## config.mk

```make
export PLATFORM = sky130hd
export DESIGN_NAME = execute_unit
export DESIGN_NICKNAME = d
export VERILOG_FILES = /design/src/hw/isa_pkg.sv /design/src/hw/pipe_pkg.sv /design/src/hw/execute_unit.sv
export SDC_FILE = /design/constraint.sdc
export NUM_CORES = 1
export LEC_CHECK = 0
export ABC_CLOCK_PERIOD_IN_PS = 4500
export BUFFER_PORTS_ARGS = -buffer_cell sky130_fd_sc_hd__buf_2
export CAP_MARGIN = 20
export CORE_MARGIN = 2
export CORE_UTILIZATION = 35
export CTS_BUF_LIST = sky130_fd_sc_hd__clkbuf_8 sky130_fd_sc_hd__clkbuf_16
export CTS_CLUSTER_SIZE = 14
export DETAILED_ROUTE_END_ITERATION = 10
export GPL_TIMING_DRIVEN = 0
export PLACE_DENSITY = 0.71
export SYNTH_ARGS = -nofsm -noshare
export SYNTH_HDL_FRONTEND = slang
export SYNTH_SLANG_ARGS = --single-unit
```

## constraint.sdc

```tcl
create_clock -name clk -period 4.5 [get_ports clk]
set_input_delay 0 -clock clk [delete_from_list [all_inputs] [get_ports clk]]
set_output_delay 0 -clock clk [all_outputs]
set_load 0.03 [all_outputs]
```

## src/hw/isa_pkg.sv

```systemverilog
`default_nettype none

package isa_pkg;

   // Data path and instruction word width
   localparam int data_w = 16;

   // Eight registers, r0 reads as zero
   typedef logic [2:0] reg_idx_t;

   typedef enum logic [3:0] {
      op_halt = 4'd0,
      op_nop  = 4'd1,
      op_add  = 4'd2,
      op_sub  = 4'd3,
      op_and  = 4'd4,
      op_xor  = 4'd5,
      op_addi = 4'd6,
      op_ld   = 4'd7,
      op_st   = 4'd8,
      op_beqz = 4'd9,
      op_bnez = 4'd10
   } opcode_e;

   // Register format, rd = rs op rt
   typedef struct packed {
      opcode_e    opcode;
      reg_idx_t   rd;
      reg_idx_t   rs;
      reg_idx_t   rt;
      logic [2:0] unused;
   } r_fmt_t;

   // Immediate format, also loads, stores and branches
   typedef struct packed {
      opcode_e     opcode;
      reg_idx_t    rd;
      reg_idx_t    rs;
      logic [5:0]  imm;
   } i_fmt_t;

   // One word, two views
   typedef union packed {
      r_fmt_t r;
      i_fmt_t i;
   } instr_u;

   // NOP opcode in the top nibble, all fields zero
   localparam logic [data_w-1:0] nop_word = 16'h1000;

endpackage

`default_nettype wire
```

## src/hw/pipe_pkg.sv

```systemverilog
`default_nettype none

package pipe_pkg;

   // Fetch to decode
   typedef struct packed {
      isa_pkg::instr_u                 instr;
      logic [isa_pkg::data_w-1:0]      pc_inc;
   } if_id_t;

   // Decode to execute, operands already forwarded
   typedef struct packed {
      isa_pkg::instr_u                 instr;
      logic [isa_pkg::data_w-1:0]      pc_inc;
      logic [isa_pkg::data_w-1:0]      op_a;
      logic [isa_pkg::data_w-1:0]      op_b;
      isa_pkg::reg_idx_t               wr_idx;
      logic                            wr_en;
   } id_ex_t;

   // Execute to memory
   typedef struct packed {
      isa_pkg::instr_u                 instr;
      logic [isa_pkg::data_w-1:0]      result;
      logic [isa_pkg::data_w-1:0]      st_data;
      isa_pkg::reg_idx_t               wr_idx;
      logic                            wr_en;
   } ex_mem_t;

   // Write-back record, also the retire port
   typedef struct packed {
      logic                            valid;
      isa_pkg::reg_idx_t               idx;
      logic [isa_pkg::data_w-1:0]      data;
   } retire_t;

endpackage

`default_nettype wire

```

## src/hw/execute_unit.sv

```systemverilog
`default_nettype none

module execute_unit (
   input  logic                         clk,
   input  logic                         rst_n,
   input  logic                         run,
   input  pipe_pkg::id_ex_t             id_ex,
   output logic [isa_pkg::data_w-1:0]   ex_result,
   output logic                         branch_taken,
   output logic [isa_pkg::data_w-1:0]   branch_target,
   output pipe_pkg::ex_mem_t            ex_mem
);

   import isa_pkg::*;
   import pipe_pkg::*;

   opcode_e           op;
   logic [5:0]        imm;
   logic [data_w-1:0] imm_ext;
   logic              is_r;
   logic [data_w-1:0] alu_b;

   assign op  = id_ex.instr.r.opcode;
   assign imm = id_ex.instr.i.imm;

   // Sign extend the 6-bit field
   assign imm_ext = {{(data_w - 6){imm[5]}}, imm};

   // Register ops take rt, the rest the immediate
   assign is_r  = (op == op_add) || (op == op_sub) || (op == op_and) || (op == op_xor);
   assign alu_b = is_r ? id_ex.op_b : imm_ext;

   always_comb begin
      case (op)
         op_add, op_addi, op_ld, op_st: ex_result = id_ex.op_a + alu_b;
         op_sub:  ex_result = id_ex.op_a - alu_b;
         op_and:  ex_result = id_ex.op_a & alu_b;
         op_xor:  ex_result = id_ex.op_a ^ alu_b;
         default: ex_result = '0;
      endcase
   end

   // Branch on rs compared against zero
   assign branch_taken = ((op == op_beqz) && (id_ex.op_a == '0)) ||
                         ((op == op_bnez) && (id_ex.op_a != '0));

   // Relative to the next instruction
   assign branch_target = id_ex.pc_inc + imm_ext;

   always_ff @(posedge clk) begin
      if (!rst_n || !run) begin
         ex_mem       <= '0;
         ex_mem.instr <= nop_word;
      end else begin
         ex_mem.instr   <= id_ex.instr;
         ex_mem.result  <= ex_result;
         // Forwarded rd value for stores
         ex_mem.st_data <= id_ex.op_b;
         ex_mem.wr_idx  <= id_ex.wr_idx;
         ex_mem.wr_en   <= id_ex.wr_en;
      end
   end

endmodule

`default_nettype wire

```

==> flow_metrics.env <==
export IMPL_fill_cells=1143
export IMPL_die_area_um2=12500
export IMPL_setup_viol_count_final=0
export IMPL_core_um2=11400
export IMPL_largest_register_ff_count=52
export IMPL_worst_setup_path_endpoint="ex_result[15]"
export IMPL_top_level_ports=156
export IMPL_max_slew_worst_pin_slew_ns=0.724
export IMPL_detail_route_antenna_nets=0
export IMPL_ys_dominant_reg_cell="sky130_fd_sc_hd__dfxtp_1"
export IMPL_portBuffers=152
export IMPL_netlist_cell_type_count=56
export IMPL_synthArstFlopShare=0
export IMPL_dr_pass1_iters=7
export IMPL_post_route_cells_drive_above_1_share=0.281
export IMPL_synth_warning_count=0
export IMPL_crit_path_frequent_cell="sky130_fd_sc_hd__buf_2"
export IMPL_place_gp_congestion=0.891
export IMPL_power_per_cell_area_nw_per_um2=309
export IMPL_synth_seq_area_share=0.257
export IMPL_critPathArrivalTime_ns=4.11
export IMPL_post_dp_hpwl_um=10700
export IMPL_overflow=0
export IMPL_grt_antenna_before_repair=0
export IMPL_grt_pass1_vias=4322
export IMPL_remaining_drc_errors=0
export IMPL_cts_tree="built"
export IMPL_first_iter_violations=220
export IMPL_path_cells="buf_2 -> buf_2 -> xnor2_2 -> nor2_4 -> buf_2 -> mux2_2 -> inv_1 -> ha_1 -> a21boi_2 -> o2111a_2 -> nor2_1 -> xnor2_1 -> ha_1 -> a21o_1 -> a21o_1 -> nor3_1 -> a21oi_1 -> a31o_2 -> or3_1 -> nand3_1 -> buf_2"
export IMPL_cp_slowest_stage_delay_ns=0.39
export IMPL_worst_setup_hold_path_clk_slew_ns=0.07
export IMPL_critical_path_class="in2out"
export IMPL_synthesized_flop_and_latch_total=52
export IMPL_grt_max_degree=19
export IMPL_drt_total_wl_um=13400
export IMPL_slew_headroom=0.513
export IMPL_grt_first_pass_wirelength_um=21000
export IMPL_viasPerCell=5.41
export IMPL_achievable_frequency_mhz=243
export IMPL_finalMaxSlewViolations=0
export IMPL_initial_utilization=0.356
export IMPL_final_common_cell="sky130_fd_sc_hd__buf_2"
export IMPL_startpoint="id_ex[65]"
export IMPL_groute_usage_overall=0.210
export IMPL_critical_path_required_ns=4.50
export IMPL_dp_worst_setup_slack_ns=-0.406
export IMPL_worst_path_max_delay_cell="sky130_fd_sc_hd__mux2_2"
export IMPL_synth_edf_count=0
export IMPL_dpl_cell_count=780
export IMPL_ctsRootBufferMaster="sky130_fd_sc_hd__clkbuf_16"
export IMPL_timing_critical_path_from_type="input port"
export IMPL_finalWorstPathRequiredPeriod_ns=4.11
export IMPL_worstHoldPathType="in2reg"
export IMPL_diodes=0
export IMPL_cts_htree_levels=2
export IMPL_fin_ws_ns=0.389
export IMPL_die_x_um=112
export IMPL_result_of_the_run="completed"
export IMPL_rsz0062_at_grt="false"
export IMPL_synth_net_count=604
export IMPL_cts_max_path_buffers=2
export IMPL_post_route_util=0.476
export IMPL_layoutNonFillerInstCount=813
export IMPL_post_synth_instance_area_um2=4050
export IMPL_critPathMaxFanout=10
export IMPL_p_leak_nw=2.74
export IMPL_tritoncts_num_buffers=5
export IMPL_top_regs="ex_mem (52)"
export IMPL_syn_to_final_growth_pct=33.7
export IMPL_netlist_instances=484
export IMPL_cap_violations=0
export IMPL_die_h_um=112
export IMPL_top_reg_by_flops="ex_mem"
export IMPL_cts_sinks=52
export IMPL_fraction_of_the_cycle_the_final_worst_path_needs=0.913
export IMPL_final_nets=789
export IMPL_ir_worst_vdd_mv=0.195
export IMPL_end_kind="primary output"
export IMPL_finalHoldViolations=0
export IMPL_std_cell_rows=39
export IMPL_routed_via_count=4400
export IMPL_final_cell_mix="sky130_fd_sc_hd__buf_2, sky130_fd_sc_hd__dfxtp_1, sky130_fd_sc_hd__ha_1"
export IMPL_average_wire_per_cell_in_the_routed_design_um=16.4
export IMPL_syn_avg_cell_area_um2=8.37
[cell families after synthesis]
family,count (synthesis),share of synthesized area
compound gates,120,0.199
fa+ha+maj,49,0.155
flops,52,0.257
mux,19,0.0500
buf+inv,39,0.0371
simple gates,167,0.220
xor+xnor,38,0.0821
[layer usage]
| layer | vias to the layer above | GRT usage | wire, um |
|---|---|---|---|
| li1 | 2135 | - | - |
| met1 | 2038 | 0.254 | 5630 |
| met2 | 184 | 0.359 | 6430 |
| met3 | 43 | 0.0539 | 875 |
| met4 | 0 | 0.0790 | 430 |
| met5 | - | 0 | 0 |
[through the flow]
stage	hold WS [ns]	TNS [ns]	cell area (um2)	power, mW
after floorplan	0.146	0	4050	1.04
after global placement	0.248	-1.44	4990	1.23
after detailed placement	0.248	-1.76	5000	1.24
after CTS	0.00868	0	5400	1.68
after global routing	0.0171	0	5420	1.77
final	0.0166	0	5420	1.67
[repair_timing]
action	4_1_cts	5_1_grt
endpoints found under the setup margin	5	2
setup buffers	1	0
pin swaps	1	0
hold buffers	25	0
cloned	0	0
resized for setup	1	5
hold endpoints to repair	25	0
[worst max-delay path: cells and delay by family]
| kind | cells | cell delay (ns) |
|---|---|---|
| xor+xnor | 2 | 0.35 |
| compound gates | 6 | 1.30 |
| mux | 1 | 0.39 |
| buf+inv | 5 | 0.78 |
| simple gates | 5 | 0.77 |
| fa+ha+maj | 2 | 0.54 |
[area by class of cell]
class,instances,area [um2],share of cell area
Inverter,20,75.1,0.0139
Clock inverter,3,25.0,0.00462
Clock buffer,5,125,0.0231
Buffer,18,72.6,0.0134
Multi-Input combinational cell,393,2870,0.530
Timing Repair Buffer,179,1030,0.189
Sequential cell,52,1040,0.192
Tap cell,143,179,0.0330
[where the power goes]
part	internal [mW]	total, mW	switching, mW
logic	0.297	0.775	0.479
registers	0.480	0.485	0.00470
clock network	0.211	0.414	0.203
[worst min-delay path by stage]
| stage | startpoint | depth (start not counted) | endpoint |
|---|---|---|---|
| floorplan | id_ex[55] | 1 | ex_mem[39] |
| global placement | id_ex[62] | 2 | ex_mem[46] |
| detailed placement | id_ex[59] | 2 | ex_mem[43] |
| CTS | id_ex[12] | 2 | ex_mem[12] |
| global route | id_ex[55] | 2 | ex_mem[39] |
| finish | id_ex[12] | 2 | ex_mem[12] |
[cells in the mapped netlist (all sizes together) (2+ instances only)]
library cell,count,share of area
mux2i,9,0.022
nand3,13,0.016
a31oi,10,0.017
a21boi,2,0.0037
a211oi,2,0.0037
or3,6,0.0093
o21a,9,0.017
nor2b,15,0.023
a21oi,31,0.039
o21ai,22,0.028
nor4,7,0.011
and2,2,0.0031
or4,2,0.0046
fa,2,0.0099
nand2,22,0.020
nor2,37,0.036
a21o,15,0.028
o311ai,2,0.0043
clkbuf,16,0.015
buf,3,0.0037
a2111oi,2,0.0090
ha,47,0.15
a31o,2,0.0043
xor2,9,0.019
mux2,10,0.028
dfxtp,52,0.26
xnor2,29,0.063
o22ai,7,0.011
o31ai,2,0.0037
nor3,14,0.017
o32ai,3,0.0065
nand4,2,0.0031
o31a,4,0.0086
inv,20,0.019
nand2b,5,0.0077
and3,35,0.054
o21bai,2,0.0037
(Power assumes the default switching activity.)
