**config.mk**
```make
export PLATFORM = sky130hd
export DESIGN_NAME = apb_host_port
export DESIGN_NICKNAME = d
export VERILOG_FILES = /design/src/hw/isa_pkg.sv /design/src/hw/apb_host_port.sv
export SDC_FILE = /design/constraint.sdc
export NUM_CORES = 1
export LEC_CHECK = 0
export ABC_AREA = 1
export BUFFER_PORTS_ARGS = -buffer_cell sky130_fd_sc_hd__buf_4
export CORE_MARGIN = 10
export CORE_UTILIZATION = 30
export CTS_CLUSTER_DIAMETER = 50
export CTS_CLUSTER_SIZE = 12
export DETAILED_ROUTE_END_ITERATION = 7
export PLACE_DENSITY = 0.85
export SLEW_MARGIN = 20
export SYNTH_ARGS = -nofsm -noshare
export SYNTH_HDL_FRONTEND = slang
export SYNTH_SLANG_ARGS = --single-unit
```
**constraint.sdc**
```tcl
create_clock -name clk -period 1.2 [get_ports clk]
set_input_delay 0.12 -clock clk [delete_from_list [all_inputs] [get_ports clk]]
set_output_delay 0.12 -clock clk [all_outputs]
set_load 0.005 [all_outputs]
```
**src/hw/isa_pkg.sv**
```systemverilog
`default_nettype none

package isa_pkg;

   // Data path and instruction word width
   localparam int data_w = 16;

   // Eight registers, r0 reads as zero
   typedef logic [2:0] reg_idx_t;

   typedef enum logic [3:0] {
      op_halt = 4'd0,
      op_nop  = 4'd1,
      op_add  = 4'd2,
      op_sub  = 4'd3,
      op_and  = 4'd4,
      op_xor  = 4'd5,
      op_addi = 4'd6,
      op_ld   = 4'd7,
      op_st   = 4'd8,
      op_beqz = 4'd9,
      op_bnez = 4'd10
   } opcode_e;

   // Register format, rd = rs op rt
   typedef struct packed {
      opcode_e    opcode;
      reg_idx_t   rd;
      reg_idx_t   rs;
      reg_idx_t   rt;
      logic [2:0] unused;
   } r_fmt_t;

   // Immediate format, also loads, stores and branches
   typedef struct packed {
      opcode_e     opcode;
      reg_idx_t    rd;
      reg_idx_t    rs;
      logic [5:0]  imm;
   } i_fmt_t;

   // One word, two views
   typedef union packed {
      r_fmt_t r;
      i_fmt_t i;
   } instr_u;

   // NOP opcode in the top nibble, all fields zero
   localparam logic [data_w-1:0] nop_word = 16'h1000;

endpackage

`default_nettype wire
```
**src/hw/apb_host_port.sv**
```systemverilog
`default_nettype none

module apb_host_port #(
   parameter int imem_depth = 256,
   parameter int dmem_depth = 256
) (
   input  logic                                clk,
   input  logic                                rst_n,
   input  logic                                psel,
   input  logic                                penable,
   input  logic                                pwrite,
   input  logic [11:0]                         paddr,
   input  logic [isa_pkg::data_w-1:0]          pwdata,
   output logic [isa_pkg::data_w-1:0]          prdata,
   output logic                                pready,
   output logic                                pslverr,
   input  logic                                halt,
   output logic                                run,
   output logic                                halted,
   output logic                                imem_we,
   output logic [$clog2(imem_depth)-1:0]       imem_addr,
   output logic [isa_pkg::data_w-1:0]          imem_wdata,
   output logic                                dmem_req,
   output logic                                dmem_we,
   output logic [$clog2(dmem_depth)-1:0]       dmem_addr,
   output logic [isa_pkg::data_w-1:0]          dmem_wdata,
   input  logic [isa_pkg::data_w-1:0]          dmem_rdata
);

   // Target select in paddr[11:10]
   localparam logic [1:0] sel_ctrl = 2'b00;
   localparam logic [1:0] sel_imem = 2'b01;
   localparam logic [1:0] sel_dmem = 2'b10;

   logic       access;
   logic [1:0] target;
   logic       ctrl_wr;

   // Access phase of a transfer
   assign access  = psel && penable;
   assign target  = paddr[11:10];
   assign ctrl_wr = access && pwrite && (target == sel_ctrl);

   // Zero wait states, never an error
   assign pready  = 1'b1;
   assign pslverr = 1'b0;

   // Memories only reachable while the core is stopped
   assign imem_we    = access && pwrite && !run && (target == sel_imem);
   assign imem_addr  = paddr[$clog2(imem_depth)-1:0];
   assign imem_wdata = pwdata;

   assign dmem_req   = access && !run && (target == sel_dmem);
   assign dmem_we    = pwrite;
   assign dmem_addr  = paddr[$clog2(dmem_depth)-1:0];
   assign dmem_wdata = pwdata;

   // Halt wins over a host write in the same cycle
   always_ff @(posedge clk) begin
      if (!rst_n) begin
         run    <= 1'b0;
         halted <= 1'b0;
      end else if (halt) begin
         run    <= 1'b0;
         halted <= 1'b1;
      end else if (ctrl_wr) begin
         run <= pwdata[0];
         // Restart clears the status
         if (pwdata[0]) begin
            halted <= 1'b0;
         end
      end
   end

   // Read mux
   always_comb begin
      prdata = '0;
      case (target)
         sel_ctrl: prdata[1:0] = {halted, run};
         sel_dmem: prdata = dmem_rdata;
         default:  prdata = '0;
      endcase
   end

endmodule

`default_nettype wire

```
==> summary.txt, run 1 <==
Clocking
  – CTS tree: yes
  – Reg clk slew, reported paths: about 0.03 ns
  – Total CTS buffers: 3
  – Clock root cell: clkbuf_4
  – Clk Latency, worst-skew pair: roughly 0.22 ns
  – Clock Tree Buf Depth: 2
  – Clk sinks: 2
  – H-tree depth: 1
  – Post CTS Setup Buffer Count: 0
  – Cts hold-fix bufs: 0

Global route
  – Pin count of the biggest net entering global routing: 15
  – Vias in the first global route: around 570
  – Number of antenna violations at the first check in global routing: 0
  – First-pass GRT wire length: roughly 2.5 mm
  – GR Overflow Total: 0
  – Global router's overall resource usage: ~6.0%

Worst setup path
  – CP Capture Type: output pin
  – CP Max Fanout: 5
  – CP max stage delay: ~0.34 ns
  – Class of the most critical setup path: reg2out
  – CP arrival: ~0.90 ns
  – Cell family with most CP delay: flip-flops
  – WP data required: about 1.1 ns
  – Crit-path slowest cell: dfxtp_1
  – FF-to-FF setup slack: 0.55 ns
  – R2R Path Start: run$_SDFFE_PP0P_
  – Worst-path cell chain: nor3_1 -> buf_4
  – Reg-to-Reg End: run$_SDFFE_PP0P_
  – Worst reg-to-reg path cell count: 2
  – CP bufs+invs: 1
  – Worst setup SP type: flip-flop

STA
  – FMAX: 0.9786 GHz
  – Period minus WS final: just over 1 ns
  – Unrepaired setup endpoints after global routing: false
  – Final setup TNS: 0 ns
  – Slew Viols, Final: 0
  – Final Setup Violations: 0
  – Final period util: between 80 and 90%
  – Final Hold Fails: 0
  – Skew final: 0 ns

Floorplanning
  – Initial core utilization: about 31%
  – Die Area: slightly below 5000 sq um
  – Die Y: 70.07 um
  – Ports: between 100 and 150
  – Core ar.: approximately 2400 sq um
  – Row count: 18
  – Die X: around 70 um

Synth
  – Post-Synth Simple-Gate Area: 28.79%
  – Adder-Cell Fraction of Synth Area: 0%
  – Post-Synth XOR/XNOR Area: 0%
  – Seq/Total Area, Yosys: 5.324%
  – Unique masters post-synth: 16
  – Synth Register Bits: 2
  – Post-synth top area share: between 50% and 60%
  – Syn Area/Cell: 6.963 sq um
  – Mapped Area: about 750 sq um
  – Syn Inst Count: between 100 and 150
  – Synth area leaders: buf_4 51%, nor2_4 15%, inv_1 9.5%
  – Mux contribution to synthesized area: 0%
  – Yosys top cell by area: buf_4
  – Main combinational cell family by area after synthesis: buffers and inverters
  – Post-synthesis compound-gate area fraction: 1.830%
  – Syn nets: 158
  – Yosys warns: 0

Worst hold path
  – HP Class: in2reg
  – Hold path startpoint: rst_n
  – Worst Hold End: halted$_SDFFE_PN0P_
  – Hold depth: 3

Routing
  – Vias: slightly above 500
  – Vias per cell: 3.781
  – Initial drt markers: 16
  – Drt pass-1 iters: 2
  – ANT nets after route: 0
  – Wire per inst: 11.47 um
  – WL final: about 1.6 mm
  – DRC errors left: 0

Finish
  – Ant diodes: 0
  – Share of cells above drive strength 1: 62.62%
  – # fillers: 260
  – Layout area overhead: 4.825%
  – Fin nets: between 150 and 200
  – Multi-input logic area: 244.0 sq um
  – Reg area: between 40 and 50 sq um

Power and ir drop
  – Total Power: 0.4174 mW
  – Lkg Pwr: about 0.45 nW
  – Peak VDD IR: 0.0005184 V
  – Pwr dens: roughly 530 nW/um^2

Placed design
  – Gpl congestion: 0.6706
  – Post-detail-place hpwl: around 1.4 mm
  – IO Port Bufs: 47

Run status
  – Outcome: finished, final reports clean

Run
  – Max Cap Violations: 0
how the worst max path moves through the flow:
stage | from | to | slack, ns | cells after the start
6_report | run$_SDFFE_PP0P_ | dmem_req | 0.18 | 2
2_1_floorplan | run$_SDFFE_PP0P_ | imem_we | 0.43 | 1
3_5_place_dp | psel | imem_we | 0.23 | 6
3_3_place_gp | paddr[10] | prdata[2] | 0.25 | 6
5_1_grt | psel | imem_we | 0.11 | 6
4_1_cts | run$_SDFFE_PP0P_ | imem_we | 0.007 | 2
cells in the mapped netlist, drive strengths merged:
cell,instances
buf,52
inv,19
nor2,16
nand2,10
nand3,3
a21oi,2
conb,2
dfxtp,2
nor3,1
nor4,1
report_power, final:
| part | internal [mW] | switching [mW] | leakage [nW] |
|---|---|---|---|
| sequential | 0.0697 | 0.00235 | 0.0164 |
| clock | 0.110 | 0.0358 | 0.0138 |
| combinational | 0.114 | 0.0852 | 0.422 |
area by class of cell:
class,instances,share of cell area (%)
Clock buffer,3,2.857
Inverter,19,9.048
Multi-Input combinational cell,35,30.95
Sequential cell,2,5.079
Tap cell,30,4.762
Timing Repair Buffer,48,47.30
placed cells by master (no fill, tap or decap), drive strengths merged:
master,instances
inv,19
nand2,10
nor3,1
nor4,1
nand3,3
buf,48
nor2,16
conb,2
a21oi,2
dfxtp,2
clkbuf,3
sequential cells by signal, indices dropped and copies added, names as in the netlist:
signal / cells
run: 1
halted: 1
per-stage QoR:
| stage | instances | cell area, sq um | util, % | hold slack, ns | worst slack [ns] |
|---|---|---|---|---|---|
| final | 137 | 788.3 | 32.41 | 0.1407 | 0.1781 |
| after global routing | 137 | 788.3 | 32.41 | 0.1478 | 0.1119 |
| after CTS | 137 | 782.0 | 32.15 | 0.1354 | 0.006739 |
| after detailed placement | 134 | 759.5 | 31.22 | 0.2401 | 0.2320 |
| after global placement | 134 | 759.5 | 31.22 | 0.2401 | 0.2488 |
| after floorplan | 108 | 752.0 | - | 0.2415 | 0.4293 |
worst reg2reg max path, stage by stage, from the launching register on:
cell	delay (ns)
dfxtp_1	0.40
nand2_1	0.08
a21oi_1	0.11
layer usage:
layer	share of wire, %	up-vias	global-route usage, %
li1	-	255	-
met1	41	209	5.798
met2	43	48	9.366
met3	15	6	3.955
met4	1.1	0	3.728
met5	0	-	0
kinds of logic (layout without fill, tap and decap cells):
group,count (synthesis),in the layout
compound gates,2,2
buf+inv,71,70
flops,2,2
other cells,2,2
simple gates,31,31
repair_timing:
item / in CTS / in global routing
resized for setup: 0 / 1
endpoints found under the hold margin: 0 / 0
endpoints found under the setup margin: 0 / 1
No activity file was read; power rests on OpenSTA's default activity.
==> run 2: changes to the inputs <==
==> constraint.sdc (replaced) <==
create_clock -name clk -period 1.3 [get_ports clk]
set_input_delay 0.13 -clock clk [delete_from_list [all_inputs] [get_ports clk]]
set_output_delay 0.13 -clock clk [all_outputs]
set_load 0.005 [all_outputs]
==> run 2 against run 1 <==
Against the previous run: die area unchanged; sequential cell count unchanged; first-iteration DRC count decreased by 25%; final cell count decreased by 0.73%; clock-buffer cell count unchanged; cell area decreased by 3.3%; total power decreased by 6.8%; highest routed layer unchanged.
==> summary.txt, run 2 (synthesis gave the netlist of run 1 again) <==
Finish
  – Commonest non-fill, non-tap cell in the layout: buf_4
  – Share of cells above drive strength 1: around three fifths
  – Biggest regs: halted x1, run x1
  – Ant diodes: 0
  – # fillers: about 270
  – Layout area overhead: 1.331%
  – Reg area: between 40 and 50 sq um
  – Most frequent cells in the layout: 47 x buf_4, 19 x inv_1, 10 x nor2_4, 9 x nand2_1, 4 x nor2_1
  – Fin nets: around 160
  – Multi-input logic area: roughly 240 sq um

Worst hold path
  – Hold path startpoint: rst_n
  – HP Class: in2reg

Global route
  – Pin count of the biggest net entering global routing: 16
  – Grt met3 use: under 10%
  – Global router's overall resource usage: between 6 and 7%
  – Met1 Use GR: under 10%
  – First-pass GRT wire length: approximately 2.6 mm
  – GR Overflow Total: 0
  – Met2 Usage GRT: roughly 9.1%
  – Grt peak-use layer: met2
  – Number of antenna violations at the first check in global routing: 0
  – Vias in the first global route: 552

Routing
  – Vias: approximately 530
  – Wire per inst: 11.82 um
  – DRC errors left: 0
  – ANT nets after route: 0
  – WL final: between 1.5 and 2 mm
  – Initial drt markers: 12
  – Drt pass-1 iters: 2
  – Vias per cell: a little under 4

Worst setup path
  – CP arrival: between 1 and 1.5 ns
  – Worst-path cell chain: nor4_1 -> buf_4
  – R2R Path Start: run$_SDFFE_PP0P_
  – Class of the most critical setup path: reg2out
  – WP data required: 1.17 ns
  – CP max stage delay: 0.34 ns
  – CP Max Fanout: 5
  – Crit-path slowest cell: dfxtp_1
  – Worst setup SP type: flip-flop
  – CP Capture Type: output pin
  – Cell family with most CP delay: flip-flops
  – CP bufs+invs: 1
  – CP startpoint: run$_SDFFE_PP0P_

Clocking
  – H-tree depth: 1
  – Total CTS buffers: 3
  – Clk sinks: 2
  – CTS tree: yes
  – Clock Tree Buf Depth: 2
  – Cts hold-fix bufs: 0
  – Clock root cell: clkbuf_4
  – Post CTS Setup Buffer Count: 0
  – Post_cts resized: 0
  – Clk Latency, worst-skew pair: roughly 0.23 ns
  – Reg clk slew, reported paths: 0.03 ns

Power and ir drop
  – Lkg Pwr: between 0.4 and 0.5 nW
  – Pwr dens: a little over 500 nW/um^2
  – Total Power: approximately 0.4 mW
  – Peak VDD IR: 0.0004576 V

STA
  – Setup WS post-layout: 0.1453 ns
  – Final Hold Fails: 0
  – Unrepaired setup endpoints after global routing: false
  – Final setup TNS: 0 ns
  – Hold Slack: between 0.1 and 0.15 ns
  – FMAX: roughly 0.87 GHz
  – Final period util: between 80% and 90%
  – Final Setup Violations: 0
  – Period minus WS final: approximately 1.2 ns
  – Slew Viols, Final: 0
  – Skew final: 0 ns

Floorplanning
  – Ports: about 120
  – Initial core utilization: a little under a third
  – Die Area: between 4000 and 5000 sq um
  – Row count: 18
  – Die Y: 70.07 um
  – Core ar.: 2432 sq um
  – Die X: around 70 um

Run
  – Max Cap Violations: 0

Placed design
  – Place WS: a little under 0.2 ns
  – Post-detail-place hpwl: between 1 and 1.5 mm
  – Gpl congestion: about 0.66
  – IO Port Bufs: 47

Run status
  – Outcome: finished, final reports clean
## run 2: changes by cell type in the layout (fill, tap and decap cells not counted)
cell / before / now
nor4_2: 1 / 0
nor4_1: 0 / 1
buf_12: 1 / 0
## run 2: stage by stage
| step | util [%] | cell area [sq um] | cells |
|---|---|---|---|
| 6_report | 31.33 | 762.0 | 136 |
| 3_5_place_dp | 30.40 | 739.5 | 133 |
| 3_3_place_gp | 30.40 | 739.5 | 133 |
| 5_1_grt | 31.33 | 762.0 | 136 |
| 2_1_floorplan | - | 752.0 | 108 |
| 4_1_cts | 31.33 | 762.0 | 136 |
## run 2: area by class of cell
type,count,area share [%]
timing repair buffer,47,46.31
multi-input combinational,35,31.20
inverter,19,9.360
sequential,2,5.255
tap,30,4.926
clock buffer,3,2.956
## run 2: layer usage
metal	part of all wire [%]	up-vias
met2	42	49
met5	0	-
met1	39	214
met4	3.0	0
li1	-	253
met3	15	9
## run 2: power breakdown
part,switching [mW],internal [mW],leakage (nW),total (mW)
Sequential,0.00197,0.0643,0.0164,0.0663
Combinational,0.0773,0.0993,0.412,0.177
Clock,0.0436,0.102,0.0138,0.146
## run 2: path summary, 6_finish.rpt
kind	end	slack, ns	cells past startpoint
worst max-delay path	imem_we	0.15	2
worst min-delay path	halted$_SDFFE_PN0P_	0.14	3
worst max register to register	run$_SDFFE_PP0P_	0.67	2
worst min register to register	halted$_SDFFE_PN0P_	0.49	2
## run 2: worst register-to-register path: stages (launching register included)
cell,delay [ns]
dfxtp_1,0.39
nand2_1,0.07
a21oi_1,0.11
==> run 3: changes to the inputs <==
--- a/config.mk
+++ b/config.mk
@@ -5,10 +5,9 @@
 export SDC_FILE = /design/constraint.sdc
 export NUM_CORES = 1
 export LEC_CHECK = 0
-export ABC_AREA = 1
 export BUFFER_PORTS_ARGS = -buffer_cell sky130_fd_sc_hd__buf_4
-export CORE_MARGIN = 10
-export CORE_UTILIZATION = 30
+export CORE_MARGIN = 8
+export CORE_UTILIZATION = 28
 export CTS_CLUSTER_DIAMETER = 50
 export CTS_CLUSTER_SIZE = 12
 export DETAILED_ROUTE_END_ITERATION = 7
==> run 3 against run 2 <==
Against the previous run: global-route usage up 2.1 points; first-iteration DRC count up 33%; combinational power decreased by 13%.
==> summary.txt, run 3 <==
Power and ir drop
  – Peak VDD IR: 0.0007344 V
  – Pwr dens: about 540 nW/um^2
  – Lkg Pwr: between 0.3 and 0.4 nW

STA
  – Final setup TNS: 0 ns
  – Period minus WS final: approximately 1.1 ns
  – FMAX: about 0.95 GHz
  – Skew final: 0 ns
  – Final Hold Fails: 0
  – Final period util: between 80 and 90%
  – Setup WS post-layout: ~0.24 ns
  – Slew Viols, Final: 0
  – Final Setup Violations: 0
  – Unrepaired setup endpoints after global routing: false

Synth
  – Synth area leaders: buf_4 58%, and2_1 13%, dfxtp_1 6.1%
  – Seq/Total Area, Yosys: ~6.1%
  – Main synth FF type: dfxtp_1
  – Synth Register Bits: 2
  – Yosys top cell by area: buf_4
  – Unique masters post-synth: 20
  – EDFF count, synth: 0
  – Mapped Area: 660.6 sq um
  – Most common cell in the netlist: buf_4
  – Syn Area/Cell: around 7.5 sq um
  – Yosys warns: 0
  – Syn Inst Count: 88
  – Post-synth top area share: 57.95%
  – Post-synth top cells: 51 x buf_4, 14 x and2_1
  – Async SR Flop Fraction: 0%
  – Syn nets: 138

Worst setup path
  – CP Max Fanout: 5
  – CP startpoint: run$_SDFFE_PP0P_
  – Class of the most critical setup path: reg2out
  – Worst setup SP type: flip-flop
  – FF-to-FF setup slack: 0.56 ns
  – R2R Path Start: halted$_SDFFE_PN0P_
  – Reg-to-Reg End: halted$_SDFFE_PN0P_
  – CP Capture Type: output pin
  – CP arrival: ~0.93 ns
  – Worst reg-to-reg path cell count: 2
  – WP data required: 1.17 ns

Clocking
  – Clk Latency, worst-skew pair: around 0.24 ns
  – CTS tree: yes
  – Clock root cell: clkbuf_4
  – H-tree depth: 1
  – Cts hold-fix bufs: 0
  – Clk sinks: 2
  – Total CTS buffers: 3
  – Post CTS Setup Buffer Count: 0
  – Post_cts resized: 0
  – Clock Tree Buf Depth: 2
  – Reg clk slew, reported paths: approximately 0.04 ns

Worst hold path
  – Worst Hold End: halted$_SDFFE_PN0P_
  – HP Class: in2reg
  – Hold path startpoint: halt
  – Hold depth: 2

Global route
  – First-pass GRT wire length: 2.829 mm
  – Global router's overall resource usage: about 8.5%
  – GR Overflow Total: 0
  – Vias in the first global route: 560
  – Number of antenna violations at the first check in global routing: 0
  – Pin count of the biggest net entering global routing: 16

Finish
  – Commonest non-fill, non-tap cell in the layout: buf_4
  – Layout area overhead: 2.462%
  – Most frequent cells in the layout: 47 x buf_4, 14 x and2_1, 3 x clkbuf_4
  – Biggest regs: halted x1, run x1
  – # fillers: roughly 230
  – Ant diodes: 0
  – Post-Layout Cell Count: roughly 110
  – Fin nets: between 100 and 150
  – Share of cells above drive strength 1: approximately 62%

Routing
  – DRC errors left: 0
  – Vias per cell: roughly 4.4
  – ANT nets after route: 0
  – Initial drt markers: 16
  – Wire per inst: roughly 17 um
  – WL final: between 1.5 and 2 mm
  – Vias: 504
  – Drt pass-1 iters: 3

Placed design
  – IO Port Bufs: 47
  – Post-Place Cells: around 110
  – Gpl congestion: 0.8232
  – Place WS: between 0.2 and 0.3 ns

Floorplanning
  – Die X: roughly 65 um
  – Core ar.: approximately 2200 sq um
  – Ports: between 100 and 150
  – Initial core utilization: ~30%
  – Row count: 17
  – Die Y: 64.58 um
  – Die Area: ~4200 sq um

Run status
  – Outcome: finished, final reports clean

Run
  – Max Cap Violations: 0
==> run 3: changes by cell type after synthesis, moves of 2 or more <==
cell	delta
nand2_1	-7
nand3_1	-2
nor2_4	-10
and2_1	+14
inv_1	-18
mux2i_1	+2
nor2_1	-2
nor2_2	-2
==> run 3: cells by family after synthesis <==
logic type	share of synthesized area, %
and+or+nand+nor	24.62
buffers and inverters	60.23
AOI/OAI and AO/OA	4.924
muxes	3.030
DFF	6.061
other	1.137
==> run 3: cell type report <==
type	count	area, sq um	share of cell area [%]
Clock buffer	3	22.52	3.327
Sequential cell	2	40.04	5.915
Tap cell	28	35.03	5.176
Timing Repair Buffer	47	352.8	52.13
Inverter	1	3.754	0.5545
Multi-Input combinational cell	33	222.7	32.90
==> run 3: critical path, stage by stage, from the launching register on <==
cell     delay, ns
dfxtp_1       0.40
mux2i_1       0.10
nor2_1        0.09
buf_4         0.11
==> run 3: per-stage QoR <==
stage	hold slack, ns	total power, mW	util, %	instance area (sq um)
after floorplan	0.2475	0.2384	-	660.6
after global routing	0.1211	0.3923	30.60	676.9
after CTS	0.1096	0.3763	30.60	676.9
after detailed placement	0.2601	0.2236	29.58	654.4
final	0.1142	0.3687	30.60	676.9
after global placement	0.2601	0.2197	29.58	654.4
==> run 3: worst max-delay path by stage <==
| stage | slack [ns] | endpoint | depth (start not counted) |
|---|---|---|---|
| global placement | 0.29 | dmem_req | 4 |
| floorplan | 0.59 | halted$_SDFFE_PN0P_ | 2 |
| finish | 0.24 | prdata[0] | 3 |
| detailed placement | 0.27 | dmem_req | 4 |
| CTS | 0.23 | prdata[0] | 3 |
| global route | 0.18 | prdata[0] | 3 |
==> run 3: where the power goes <==
group	total (mW)	internal, mW	leakage [nW]	switching, mW
Clock	0.148	0.103	0.0138	0.0453
Sequential	0.0664	0.0642	0.0164	0.00216
Combinational	0.154	0.102	0.336	0.0526
==> run 3: per-layer routing <==
metal / vias to the layer above / GRT usage, % / wire, um
li1: 218 / - / -
met1: 206 / 6.341 / 603
met2: 63 / 14.66 / 890
met3: 17 / 6.701 / 398
met4: 0 / 5.450 / 63
met5: - / 0 / 0
