File: config.mk
export PLATFORM = sky130hd
export DESIGN_NAME = decode_unit
export DESIGN_NICKNAME = d
export VERILOG_FILES = /design/src/hw/isa_pkg.sv /design/src/hw/pipe_pkg.sv /design/src/hw/decode_unit.sv
export SDC_FILE = /design/constraint.sdc
export NUM_CORES = 1
export LEC_CHECK = 0
export ABC_AREA = 1
export BUFFER_PORTS_ARGS = -buffer_cell sky130_fd_sc_hd__buf_2
export CORE_ASPECT_RATIO = 0.9
export CORE_MARGIN = 2
export CORE_UTILIZATION = 48
export CTS_CLUSTER_DIAMETER = 200
export DETAILED_ROUTE_END_ITERATION = 8
export PLACE_DENSITY_LB_ADDON = 0.12
export SKIP_LAST_GASP = 1
export SLEW_MARGIN = 20
export SYNTH_ARGS = -nofsm -noshare
export SYNTH_HDL_FRONTEND = slang
export SYNTH_SLANG_ARGS = --single-unit
File: constraint.sdc
create_clock -name clk -period 2.8 [get_ports clk]
set_clock_uncertainty 0.05 [all_clocks]
set_input_delay 0.28 -clock clk [delete_from_list [all_inputs] [get_ports clk]]
set_output_delay 0.28 -clock clk [all_outputs]
set_load 0.005 [all_outputs]
File: src/hw/isa_pkg.sv
`default_nettype none

package isa_pkg;

   // Data path and instruction word width
   localparam int data_w = 16;

   // Eight registers, r0 reads as zero
   typedef logic [2:0] reg_idx_t;

   typedef enum logic [3:0] {
      op_halt = 4'd0,
      op_nop  = 4'd1,
      op_add  = 4'd2,
      op_sub  = 4'd3,
      op_and  = 4'd4,
      op_xor  = 4'd5,
      op_addi = 4'd6,
      op_ld   = 4'd7,
      op_st   = 4'd8,
      op_beqz = 4'd9,
      op_bnez = 4'd10
   } opcode_e;

   // Register format, rd = rs op rt
   typedef struct packed {
      opcode_e    opcode;
      reg_idx_t   rd;
      reg_idx_t   rs;
      reg_idx_t   rt;
      logic [2:0] unused;
   } r_fmt_t;

   // Immediate format, also loads, stores and branches
   typedef struct packed {
      opcode_e     opcode;
      reg_idx_t    rd;
      reg_idx_t    rs;
      logic [5:0]  imm;
   } i_fmt_t;

   // One word, two views
   typedef union packed {
      r_fmt_t r;
      i_fmt_t i;
   } instr_u;

   // NOP opcode in the top nibble, all fields zero
   localparam logic [data_w-1:0] nop_word = 16'h1000;

endpackage

`default_nettype wire
File: src/hw/pipe_pkg.sv
`default_nettype none

package pipe_pkg;

   // Fetch to decode
   typedef struct packed {
      isa_pkg::instr_u                 instr;
      logic [isa_pkg::data_w-1:0]      pc_inc;
   } if_id_t;

   // Decode to execute, operands already forwarded
   typedef struct packed {
      isa_pkg::instr_u                 instr;
      logic [isa_pkg::data_w-1:0]      pc_inc;
      logic [isa_pkg::data_w-1:0]      op_a;
      logic [isa_pkg::data_w-1:0]      op_b;
      isa_pkg::reg_idx_t               wr_idx;
      logic                            wr_en;
   } id_ex_t;

   // Execute to memory
   typedef struct packed {
      isa_pkg::instr_u                 instr;
      logic [isa_pkg::data_w-1:0]      result;
      logic [isa_pkg::data_w-1:0]      st_data;
      isa_pkg::reg_idx_t               wr_idx;
      logic                            wr_en;
   } ex_mem_t;

   // Write-back record, also the retire port
   typedef struct packed {
      logic                            valid;
      isa_pkg::reg_idx_t               idx;
      logic [isa_pkg::data_w-1:0]      data;
   } retire_t;

endpackage

`default_nettype wire

File: src/hw/decode_unit.sv
`default_nettype none

module decode_unit (
   input  logic                         clk,
   input  logic                         rst_n,
   input  logic                         run,
   input  pipe_pkg::if_id_t             if_id,
   input  logic                         branch_taken,
   input  logic [isa_pkg::data_w-1:0]   ex_result,
   input  pipe_pkg::ex_mem_t            mem_fwd,
   input  logic [isa_pkg::data_w-1:0]   mem_result,
   input  pipe_pkg::retire_t            wb,
   output logic                         stall,
   output pipe_pkg::id_ex_t             id_ex
);

   import isa_pkg::*;
   import pipe_pkg::*;

   logic [data_w-1:0] rf [8];
   opcode_e           op;
   reg_idx_t          rs;
   reg_idx_t          src2;
   logic              uses_a;
   logic              uses_b;
   logic              writes;
   logic              ex_is_ld;
   logic              mem_is_ld;
   logic [data_w-1:0] rf_a;
   logic [data_w-1:0] rf_b;
   id_ex_t            id_ex_d;

   // Same word seen in both formats
   assign op   = if_id.instr.r.opcode;
   assign rs   = if_id.instr.r.rs;
   // Store reads its data from rd
   assign src2 = (op == op_st) ? if_id.instr.i.rd : if_id.instr.r.rt;

   assign uses_a = (op != op_halt) && (op != op_nop);
   assign uses_b = (op == op_add) || (op == op_sub) || (op == op_and) ||
                   (op == op_xor) || (op == op_st);
   assign writes = (op == op_add) || (op == op_sub) || (op == op_and) ||
                   (op == op_xor) || (op == op_addi) || (op == op_ld);

   assign ex_is_ld  = (id_ex.instr.r.opcode == op_ld);
   assign mem_is_ld = (mem_fwd.instr.r.opcode == op_ld);

   // Register file, written from write-back
   always_ff @(posedge clk) begin
      if (!rst_n) begin
         for (int k = 0; k < 8; k++) begin
            rf[k] <= '0;
         end
      end else if (wb.valid) begin
         rf[wb.idx] <= wb.data;
      end
   end

   // r0 is hardwired
   assign rf_a = (rs == '0) ? '0 : rf[rs];
   assign rf_b = (src2 == '0) ? '0 : rf[src2];

   // Youngest producer wins
   function automatic logic [data_w-1:0] fwd(input reg_idx_t idx,
                                             input logic [data_w-1:0] rf_val);
      if (id_ex.wr_en && (id_ex.wr_idx == idx) && !ex_is_ld) begin
         return ex_result;
      end
      if (mem_fwd.wr_en && (mem_fwd.wr_idx == idx)) begin
         // Load data only exists in the memory stage
         return mem_is_ld ? mem_result : mem_fwd.result;
      end
      if (wb.valid && (wb.idx == idx)) begin
         return wb.data;
      end
      return rf_val;
   endfunction

   // Load in execute feeding this instruction
   assign stall = ex_is_ld && id_ex.wr_en &&
                  ((uses_a && (id_ex.wr_idx == rs)) ||
                   (uses_b && (id_ex.wr_idx == src2)));

   always_comb begin
      id_ex_d.instr  = if_id.instr;
      id_ex_d.pc_inc = if_id.pc_inc;
      id_ex_d.op_a   = fwd(rs, rf_a);
      id_ex_d.op_b   = fwd(src2, rf_b);
      id_ex_d.wr_idx = if_id.instr.i.rd;
      // Writes to r0 are dropped here
      id_ex_d.wr_en  = writes && (if_id.instr.i.rd != '0);
   end

   // Bubble on stall, flush on branch
   always_ff @(posedge clk) begin
      if (!rst_n || !run || stall || branch_taken) begin
         id_ex       <= '0;
         id_ex.instr <= nop_word;
      end else begin
         id_ex <= id_ex_d;
      end
   end

endmodule

`default_nettype wire

==> key figures, run 1 <==
STA
  • Final Hold Viols: 0
  • Number of slew-limit violations in the final report: 0
  • Slew @ Worst Pin: 0.566 ns
  • Max-slew headroom at the worst pin: 62.2%
  • Unrepaired setup endpoints after global routing: no
  • Top achievable clock speed: approximately 0.43 GHz
  • Total Negative Setup Slacks: 0 ns
  • Min Clock Period, post-route: 2.32 ns
  • Final setup fails: 0
  • Fraction of the cycle the final worst path needs: between 80 and 90%

Cells and area
  • Layout Area Growth over Synthesis: 19.1%
  • Register area: 5140 µm²
  • Proportion of layout cells with a drive suffix above 1: 18.7%
  • Commonest non-fill, non-tap cell in the layout: sky130_fd_sc_hd__nand2_1
  • Most frequent cells in the layout: sky130_fd_sc_hd__nand2_1, sky130_fd_sc_hd__nand3_1, sky130_fd_sc_hd__nor2_1
  • Area of the multi-input gates: around 4300 µm²
  • Fill count: 2,038
  • Nets: 1,697
  • Count of inserted antenna diode cells: 0

Clock network
  • Cell chosen for the clock root: sky130_fd_sc_hd__clkbuf_16
  • Number of buffers on the longest clock path: 2
  • CTS tree: yes
  • Clock-pin slew of the registers on the worst-case setup and hold paths: ~0.080 ns
  • Max H-tree Level: 4
  • Post CTS Setup Buffer Count: 0
  • Clock insertion delay at the later pin of the skew report: 0.44 ns
  • Gates resized, CTS repair: 0
  • Clock sinks: 193
  • Clock buffer count from CTS: 17

Setup path
  • Number of cells on the worst reg-to-reg path: 8
  • Slowest cell on the critical path: sky130_fd_sc_hd__dfxtp_1
  • Reg2Reg Launch Point: id_ex[62]
  • Worst setup path startpoint: id_ex[62]
  • Minimum setup slack among reg-to-reg paths: 0.76 ns
  • Longest individual stage delay on the worst path: 0.50 ns
  • Arr. time, crit path: 1.99 ns
  • Worst Path Max Fanout: 18
  • Critical register-to-register path endpoint: id_ex[58]
  • Cell breakdown of the critical path: xor2_1, nor3_1, nand2_1, nand2_1, nand2_2, inv_1, buf_2
  • Count of buffering cells on the critical path with inverters included: 2
  • CP Capture Type: output pin
  • Type of element launching the critical path: flip-flop
  • Cell class contributing the biggest share of worst-path delay: simple AND/OR/NAND/NOR gates
  • Critical path class: flip-flop to output pin
  • Cell occurring most often along the worst timing path: sky130_fd_sc_hd__nand2_1
  • Required time reported for the critical path endpoint: 2.47 ns

Synthesis
  • Post-Synth Adder-Cell Area: 0%
  • Number of nets in the synthesized netlist: 1,524
  • Cell taking the most area after synthesis: sky130_fd_sc_hd__edfxtp_1
  • Share of the synthesized netlist area taken by xor and xnor gates: 0.761%
  • Count of different cell masters after synthesis: 32
  • Sequential share of the synthesized area: 48.9%
  • Dominant combinational cell family by area after synthesis: simple AND/OR/NAND/NOR gates
  • Post-synth EDFFs: 128
  • Cell count after synthesis: 1,384
  • Post-synthesis instance area: ~11,000 µm²
  • Number of synthesized register bits: 193
  • Synth Area in Simple Gates: slightly above 30%
  • Prevailing post-synth register cell: sky130_fd_sc_hd__edfxtp_1
  • Async set or reset register ratio after synthesis: 0%
  • Synthesis Warnings: 0
  • Syn Area/Cell: ~7.6 µm²
  • Share of the synthesized area in the top cell type: 36.5%
  • Share of cell area taken by muxes after synthesis: 1.52%
  • Leading post-synthesis cells by cell area: sky130_fd_sc_hd__edfxtp_1, sky130_fd_sc_hd__dfxtp_1, sky130_fd_sc_hd__nand2_1
  • Area fraction in compound gates after synthesis: between 8 and 9%

Floorplanning
  • Core region area: between 20,000 and 25,000 µm²
  • Die boundary height: 144 µm
  • Initial Utilization: 48.8%
  • Full die area: approximately 23,000 µm²
  • Die Span X: 160 µm
  • Total I/O pin count: 209
  • Cell row count: between 50 and 60

Route
  • Vias after detailed routing: 10,100
  • Drt total wl: 34.6 mm
  • Detail Route Antenna Nets: 0
  • Routed wire length per instance: 18.6 µm
  • DRT Pass-1 Iters: 7
  • Final routed DRC violation total: 0
  • Drt first-iter violations: 1,004
  • DR vias/cell: 5.45

GRT
  • Busiest metal layer after global routing: met2
  • Global routing met1 resource utilization: a little under 40%
  • Routing usage on met2: 48.5%
  • Total GRT Usage: 29.4%
  • Maximum number of pins on one net before global-route repair: 65
  • Residual overflow from global routing: 0
  • Initial antenna violation count: 0
  • Wire length of the first global-routing pass: 51.4 mm
  • Number of global-route vias before repair: 9,126
  • GR Layer Usage met3: 7.00%

Min path
  • Hold-critical path endpoint: id_ex[45]
  • Worst hold path class: primary input to flip-flop
  • Min-Delay Path Depth: 3
  • Launch instance of the worst min-delay path: if_id[9]

Run
  • # Max-Cap Violations: 0

Power and ir drop
  • Static leakage: 6.06 nW
  • Worst IR drop on VDD: 0.441 mV
  • Power density over the cells: 552 nW/µm²
  • Total power: between 6 and 7 mW

Run status
  • Result of the run: completed

Placement
  • Estimated wirelength of the detail-placed design: 24.3 mm
  • Global placement routability congestion: 0.903
  • Number of buffers inserted by port buffering: between 150 and 200
==> sequential cells by signal, summed over array words and instances, names as in the netlist <==
register and count:
id_ex 65, rf 128
==> cells by family (layout without fill, tap and decap cells) <==
| logic type | Yosys count | after routing |
|---|---|---|
| xor+xnor | 7 | 7 |
| flops | 193 | 193 |
| compound gates | 159 | 159 |
| buf+inv | 257 | 443 |
| mux | 16 | 16 |
| simple gates | 752 | 752 |
==> cell usage after synthesis (6+ instances only) <==
library cell                 n
sky130_fd_sc_hd__a21oi_1    74
sky130_fd_sc_hd__buf_1       8
sky130_fd_sc_hd__buf_2      18
sky130_fd_sc_hd__clkbuf_1   47
sky130_fd_sc_hd__dfxtp_1    65
sky130_fd_sc_hd__edfxtp_1  128
sky130_fd_sc_hd__inv_1     168
sky130_fd_sc_hd__mux2i_1    16
sky130_fd_sc_hd__nand2_1   309
sky130_fd_sc_hd__nand2_2     6
sky130_fd_sc_hd__nand3_1   207
sky130_fd_sc_hd__nand4_1    19
sky130_fd_sc_hd__nor2_1    184
sky130_fd_sc_hd__nor2_2     12
sky130_fd_sc_hd__o21ai_0    71
sky130_fd_sc_hd__o221ai_1   12
sky130_fd_sc_hd__xor2_1      6
==> metal layers <==
| layer | vias to the layer above | share of wire, % | wire (µm) |
|---|---|---|---|
| li1 | 4852 | - | - |
| met1 | 4668 | 41 | 14100 |
| met2 | 551 | 46 | 16000 |
| met5 | - | 0 | 0 |
| met4 | 0 | 2.5 | 873 |
| met3 | 70 | 11 | 3680 |
==> worst reg2reg max path: stages, from the launching register on <==
cell and delay (ns):
sky130_fd_sc_hd__dfxtp_1 0.50, sky130_fd_sc_hd__xor2_1 0.12, sky130_fd_sc_hd__nor3_1 0.28, sky130_fd_sc_hd__nand2_1 0.09, sky130_fd_sc_hd__nand2_1 0.10, sky130_fd_sc_hd__nand2_2 0.24
sky130_fd_sc_hd__nand2_2 0.17, sky130_fd_sc_hd__buf_12 0.25, sky130_fd_sc_hd__nor2_1 0.12
==> report_power, final <==
part	leakage, nW	switching (mW)	total, mW	internal, mW
sequential	1.76	0.0578	3.24	3.18
combinational	4.01	0.781	1.16	0.378
clock	0.298	1.23	2.52	1.29
==> through the flow <==
step                      cell area [µm²]  hold slack, ns  utilization, %  cells  setup slack [ns]
after CTS                           12500         0.00384            58.1   1861             0.463
after global placement              11800           0.443            54.8   1820             0.360
after floorplan                     10500           0.330               -   1384             0.790
final                               12500          0.0119            58.1   1861             0.479
after global routing                12500         0.00880            58.1   1861             0.348
after detailed placement            11800           0.448            54.8   1820             0.304
==> cell type report <==
class                   instances  area share [%]
clock buffers                  17            3.40
clock inverters                15            1.52
inverters                     174            5.21
multi-input cells             934            34.6
flip-flops and latches        193            41.1
well taps                     291            2.91
repair buffers                237            11.3
==> worst max-delay path by stage <==
stage                           end  slack, ns  cells past startpoint
final                         stall       0.48                      7
after global routing          stall       0.35                      7
after CTS                     stall       0.46                      7
after global placement    id_ex[15]       0.36                     12
after detailed placement  id_ex[11]       0.30                     12
after floorplan            rf[0][0]       0.79                      6
==> timing repair <==
| item | 4_1_cts | 5_1_grt |
|---|---|---|
| hold buffers | 9 | 0 |
| endpoints found under the hold margin | 9 | 0 |
| endpoints found under the setup margin | 0 | 0 |
No activity file was read; power rests on OpenSTA's default activity.
==> run 2: changes to the inputs <==
- clock period: 2.8 -> 1.9 ns (I/O delays scaled with it)
==> run 2 against run 1 <==
Compared with the run above: count of clock-buffer cells in the layout grew 3; die area stayed put; via count rose by 4.9%; worst hold slack gained 0.042 ns; largest power group unchanged; critical path depth is 1 higher; power is 45% higher; clock power up 30%; first-iteration DRC count increased by 42%; wire length rose by 7.3%; cell count rose by 4.0%; worst setup slack worse by 0.43 ns.
==> key figures, run 2 (synthesized netlist as in run 1, its figures left out) <==
Setup path
  • Longest individual stage delay on the worst path: 0.36 ns
  • Cell occurring most often along the worst timing path: sky130_fd_sc_hd__nand2_2
  • Count of buffering cells on the critical path with inverters included: 3
  • Arr. time, crit path: around 1.6 ns
  • Worst Path Max Fanout: 4
  • Critical path class: flip-flop to output pin
  • Slowest cell on the critical path: sky130_fd_sc_hd__dfxtp_4
  • Cell class contributing the biggest share of worst-path delay: simple AND/OR/NAND/NOR gates
  • Number of cells on the worst reg-to-reg path: 8
  • Critical register-to-register path endpoint: id_ex[25]
  • Reg2Reg Launch Point: id_ex[61]
  • Minimum setup slack among reg-to-reg paths: 0.16 ns
  • CP Capture Type: output pin
  • Required time reported for the critical path endpoint: 1.66 ns
  • Cell breakdown of the critical path: xor2_1, nor3_1, buf_4, nand2_2, nand2_2, nand2_4, inv_4, buf_6
  • Type of element launching the critical path: flip-flop

Min path
  • Min-Delay Path Depth: 3
  • Launch instance of the worst min-delay path: if_id[23]
  • Hold-critical path endpoint: id_ex[59]
  • Worst hold path class: primary input to flip-flop

Run status
  • Result of the run: completed

Cells and area
  • Nets: roughly 1,800
  • Most frequent cells in the layout: sky130_fd_sc_hd__nand2_1, sky130_fd_sc_hd__nand3_1, sky130_fd_sc_hd__nor2_1
  • Commonest non-fill, non-tap cell in the layout: sky130_fd_sc_hd__nand2_1
  • Layout Area Growth over Synthesis: 27.6%
  • Proportion of layout cells with a drive suffix above 1: 20.4%
  • Register with the highest flop count: rf
  • Fill count: between 1,500 and 2,000
  • Number of flip-flops in the largest register: 128
  • Largest registers: rf (128), id_ex (65)

Power and ir drop
  • Worst IR drop on VDD: 0.555 mV
  • Internal Pwr Total: between 7 and 8 mW
  • Power density over the cells: 746 nW/µm²
  • Power spent charging and discharging nets: 2.94 mW
  • Seq pwr share: 47.9%
  • Clock share of power: 32.7%
  • Power share of the combinational group: 19.4%
  • Switching power as a share of total power: 29.3%
  • Static leakage: 6.47 nW

Placement
  • Number of buffers inserted by port buffering: 180
  • Estimated wirelength of the detail-placed design: 25.4 mm
  • Global placement routability congestion: slightly above 0.9
  • Post-placement setup slack: -0.118 ns

STA
  • Final setup fails: 0
  • Min Clock Period, post-route: 1.85 ns
  • Final Hold Viols: 0
  • Top achievable clock speed: 0.541 GHz
  • Total Negative Setup Slacks: 0 ns
  • Max-slew headroom at the worst pin: roughly 72%
  • Number of slew-limit violations in the final report: 0
  • Unrepaired setup endpoints after global routing: yes
  • Slew @ Worst Pin: 0.417 ns
  • Final worst setup slack: 0.0513 ns
  • Fraction of the cycle the final worst path needs: 97.3%

Route
  • Routed wire length per instance: approximately 19 µm
  • Vias after detailed routing: 10,600
  • DRT Pass-1 Iters: 6
  • Detail Route Antenna Nets: 0
  • Drt total wl: about 37 mm
  • Drt first-iter violations: 1,422
  • Final routed DRC violation total: 0
  • DR vias/cell: roughly 5.5

Floorplanning
  • Cell row count: 51
  • Core region area: 21,600 µm²
  • Full die area: between 20,000 and 25,000 µm²
  • Die boundary height: 144 µm
  • Total I/O pin count: 209
  • Initial Utilization: 48.8%
  • Die Span X: 160 µm

Run
  • # Max-Cap Violations: 0

GRT
  • Initial antenna violation count: 1
  • Wire length of the first global-routing pass: 55.4 mm
  • Number of global-route vias before repair: between 9,000 and 10,000
  • Residual overflow from global routing: 0
  • Total GRT Usage: a little under a third
  • Maximum number of pins on one net before global-route repair: 47

Clock network
  • Clock buffer count from CTS: 17
  • Number of buffers on the longest clock path: 2
  • Max H-tree Level: 4
  • CTS tree: yes
  • Clock sinks: between 150 and 200
  • Cell chosen for the clock root: sky130_fd_sc_hd__clkbuf_16
  • Clock insertion delay at the later pin of the skew report: 0.44 ns
  • Clock-pin slew of the registers on the worst-case setup and hold paths: 0.07 ns
run 2: cell types whose count changed in the layout (fill, tap and decap cells not counted), moves of 4 or more:
| cell | delta |
|---|---|
| sky130_fd_sc_hd__clkinv_8 | -5 |
| sky130_fd_sc_hd__buf_4 | +18 |
| sky130_fd_sc_hd__clkinvlp_4 | +4 |
| sky130_fd_sc_hd__inv_6 | -5 |
| sky130_fd_sc_hd__buf_12 | +20 |
| sky130_fd_sc_hd__dlygate4sd3_1 | +36 |
run 2: timing repair:
item / in CTS / in global routing
endpoints found under the setup margin: 1 / 14
endpoints found under the hold margin: 46 / 0
gates cloned: 0 / 2
gates resized for setup: 6 / 11
hold buffers: 46 / 0
buffers inserted: 3 / 4
pin swaps: 2 / 4
run 2: per-layer routing:
metal	track usage (%)	wire, µm	vias to the layer above
met5	0	0	-
met4	9.06	815	0
met3	8.55	4250	59
met2	49.0	16600	653
met1	43.3	15500	4924
li1	-	-	5005
run 2: worst max-delay path by stage:
| stage | to | start | cells after the start |
|---|---|---|---|
| CTS | stall | id_ex[63] | 9 |
| finish | stall | id_ex[61] | 8 |
| floorplan | rf[0][0] | rst_n | 6 |
| detailed placement | id_ex[15] | if_id[29] | 14 |
| global route | stall | id_ex[61] | 8 |
| global placement | id_ex[15] | if_id[29] | 14 |
run 2: cell type report:
| cell class | instances | area [µm²] | area share (%) |
|---|---|---|---|
| repair buffers | 314 | 2380 | 17.7 |
| clock buffers | 20 | 437 | 3.25 |
| diodes | 1 | 2.50 | 0.0186 |
| inverters | 174 | 658 | 4.90 |
| clock inverters | 9 | 63.8 | 0.475 |
| multi-input cells | 934 | 4370 | 32.5 |
| flip-flops and latches | 193 | 5150 | 38.4 |
| well taps | 291 | 364 | 2.71 |
run 2: power by group through the flow:
stage               logic (mW)  clock network (mW)  registers (mW)
finish                    1.94                3.27            4.80
global route              2.10                3.45            4.82
CTS                       1.86                3.29            4.79
detailed placement        1.77                   0            4.89
global placement          1.76                   0            4.88
floorplan                0.977                   0            4.86
run 2: worst min-delay path, stage by stage:
cell	delay, ns
sky130_fd_sc_hd__buf_2	0.14
sky130_fd_sc_hd__inv_4	0.08
sky130_fd_sc_hd__nor2_1	0.09
run 2: through the flow:
| stage | power (mW) | cell area (µm²) | hold slack, ns | instances | util, % |
|---|---|---|---|---|---|
| 6_report | 10.0 | 13400 | 0.0540 | 1936 | 62.2 |
| 5_1_grt | 10.4 | 13400 | 0.0701 | 1936 | 62.2 |
| 4_1_cts | 9.94 | 13300 | 0.0519 | 1931 | 61.8 |
| 3_5_place_dp | 6.66 | 12300 | 0.359 | 1853 | 57.2 |
| 3_3_place_gp | 6.63 | 12300 | 0.354 | 1853 | 57.2 |
| 2_1_floorplan | 5.83 | 10500 | 0.240 | 1384 | - |
==> run 3: changes to the inputs <==
- CELL_PAD_IN_SITES_DETAIL_PLACEMENT: unset -> 1
- CELL_PAD_IN_SITES_GLOBAL_PLACEMENT: unset -> 2
- CORE_UTILIZATION: 48 -> 29
==> run 3 against run 2 <==
Compared with the run above: largest power group unchanged; sequential power is essentially flat; clock power grew 13%; largest cell class unchanged; cell count grew 11%; wire length grew 25%; count of clock-buffer cells in the layout grew 2; power grew 5.4%.
==> key figures, run 3 (synthesized netlist as in run 1, its figures left out) <==
STA
  • Slew @ Worst Pin: ~0.38 ns
  • Final Hold Viols: 0
  • Top achievable clock speed: between 0.5 and 0.6 GHz
  • Number of slew-limit violations in the final report: 0
  • Final worst setup slack: 0.00843 ns
  • Min Clock Period, post-route: approximately 1.9 ns
  • Fraction of the cycle the final worst path needs: 99.6%
  • Final setup fails: 0
  • Max-slew headroom at the worst pin: 74.5%
  • Final worst hold slack: 0.0452 ns
  • Unrepaired setup endpoints after global routing: yes

GRT
  • Initial antenna violation count: 1
  • Maximum number of pins on one net before global-route repair: 41
  • Residual overflow from global routing: 0
  • Total GRT Usage: 25.0%
  • Wire length of the first global-routing pass: 68.7 mm
  • Number of global-route vias before repair: roughly 11,000

Clock network
  • Number of buffers on the longest clock path: 2
  • Clock buffer count from CTS: 17
  • CTS tree: yes
  • Max H-tree Level: 4
  • Clock sinks: 193
  • Clock-pin slew of the registers on the worst-case setup and hold paths: 0.07 ns
  • Cell chosen for the clock root: sky130_fd_sc_hd__clkbuf_16
  • Clock insertion delay at the later pin of the skew report: 0.46 ns

Cells and area
  • Most frequent cells in the layout: sky130_fd_sc_hd__nand2_1, sky130_fd_sc_hd__nand3_1, sky130_fd_sc_hd__nor2_1
  • Count of inserted antenna diode cells: 0
  • Commonest non-fill, non-tap cell in the layout: sky130_fd_sc_hd__nand2_1
  • Register with the highest flop count: rf
  • Layout Area Growth over Synthesis: 32.7%
  • Number of flip-flops in the largest register: between 100 and 150
  • Largest registers: rf (128), id_ex (65)
  • Nets: around 1,800
  • Proportion of layout cells with a drive suffix above 1: 22.5%
  • Final cell utilization of the core: approximately two fifths
  • Layout Cells excl Fill: 2,150

Placement
  • Placed Instances: 2,070
  • Global placement routability congestion: 0.834
  • Post-placement setup slack: -0.265 ns
  • Number of buffers inserted by port buffering: 180
  • Estimated wirelength of the detail-placed design: 34.1 mm

Run status
  • Result of the run: completed

Floorplanning
  • Die boundary height: 185 µm
  • Die Span X: 205 µm
  • Initial Utilization: 29.3%
  • Full die area: around 38,000 µm²
  • Cell row count: 66
  • Core region area: 35,900 µm²
  • Total I/O pin count: approximately 210

Setup path
  • Worst setup path startpoint: id_ex[63]
  • Type of element launching the critical path: flip-flop
  • Critical path class: flip-flop to output pin
  • Worst Path Max Fanout: 5
  • CP Capture Type: output pin
  • Longest individual stage delay on the worst path: between 0.3 and 0.4 ns
  • Slowest cell on the critical path: sky130_fd_sc_hd__dfxtp_4
  • Cell breakdown of the critical path: xor2_2, nor3_2, nand2_1, nand2_2, nand2_4, buf_12, clkinv_4, buf_6
  • Required time reported for the critical path endpoint: 1.66 ns
  • Reg2Reg Launch Point: id_ex[63]
  • Arr. time, crit path: 1.65 ns

Min path
  • Worst hold path class: primary input to flip-flop
  • Launch instance of the worst min-delay path: if_id[31]

Route
  • Final routed DRC violation total: 0
  • Vias after detailed routing: about 11,000
  • Detail Route Antenna Nets: 0
  • DR vias/cell: around 4.9
  • Routed wire length per instance: approximately 22 µm
  • DRT Pass-1 Iters: 5
  • Drt first-iter violations: 732
  • Drt total wl: between 40 and 50 mm

Run
  • # Max-Cap Violations: 0

Power and ir drop
  • Static leakage: around 6.7 nW
  • Power density over the cells: about 760 nW/µm²
  • Worst IR drop on VDD: between 0.6 and 0.7 mV
## run 3: path summary, 6_finish.rpt
check	endpoint	slack [ns]	depth (start not counted)
hold reg to reg	id_ex[28]	0.84	6
hold / removal	id_ex[67]	0.05	4
setup / recovery	stall	0.008	8
setup reg to reg	id_ex[42]	0.05	11
## run 3: worst max-delay path: cells and delay by family (launching register included)
| family | cells | cell delay (ns) |
|---|---|---|
| xor gates and xnor gates | 1 | 0.14 |
| DFF | 1 | 0.37 |
| buffers and inverters | 3 | 0.23 |
| and+or+nand+nor | 4 | 0.44 |
## run 3: power by group
group          leakage [nW]  switching, mW  internal, mW
logic                  4.63           1.33         0.767
clock network         0.290           1.73          1.95
registers              1.76         0.0940          4.69
total                  6.68           3.15          7.41
## run 3: layout make-up
| cell class | instances | area [µm²] |
|---|---|---|
| Clock inverter | 10 | 67.6 |
| Timing Repair Buffer | 341 | 2590 |
| Sequential cell | 193 | 5150 |
| Clock buffer | 22 | 518 |
| Inverter | 174 | 658 |
| Tap cell | 476 | 596 |
| Fill cell | 4393 | 22000 |
| Multi-Input combinational cell | 934 | 4380 |
## run 3: repair_timing
| item | CTS | global route |
|---|---|---|
| pin swaps | 4 | 6 |
| hold buffers | 42 | 0 |
| buffers inserted | 4 | 3 |
| resized for setup | 6 | 15 |
| endpoints found under the setup margin | 1 | 13 |
| endpoints found under the hold margin | 42 | 0 |
## run 3: layer usage
metal  vias to the layer above  part of all wire [%]  track usage (%)
li1                       5061                     -                -
met1                      5204                    45             32.5
met5                         -                 0.028                0
met4                         2                   1.8             6.32
met3                        55                   4.4             3.93
met2                       248                    49             43.3
## run 3: through the flow
stage                     total power, mW  instance area, µm²  setup TNS (ns)
after floorplan                      5.83               10500           -2.57
after global placement               6.87               12800           -3.74
after detailed placement             6.89               12800           -5.81
after CTS                            10.7               13900               0
after global routing                 11.0               14000          -0.261
final                                10.6               14000               0
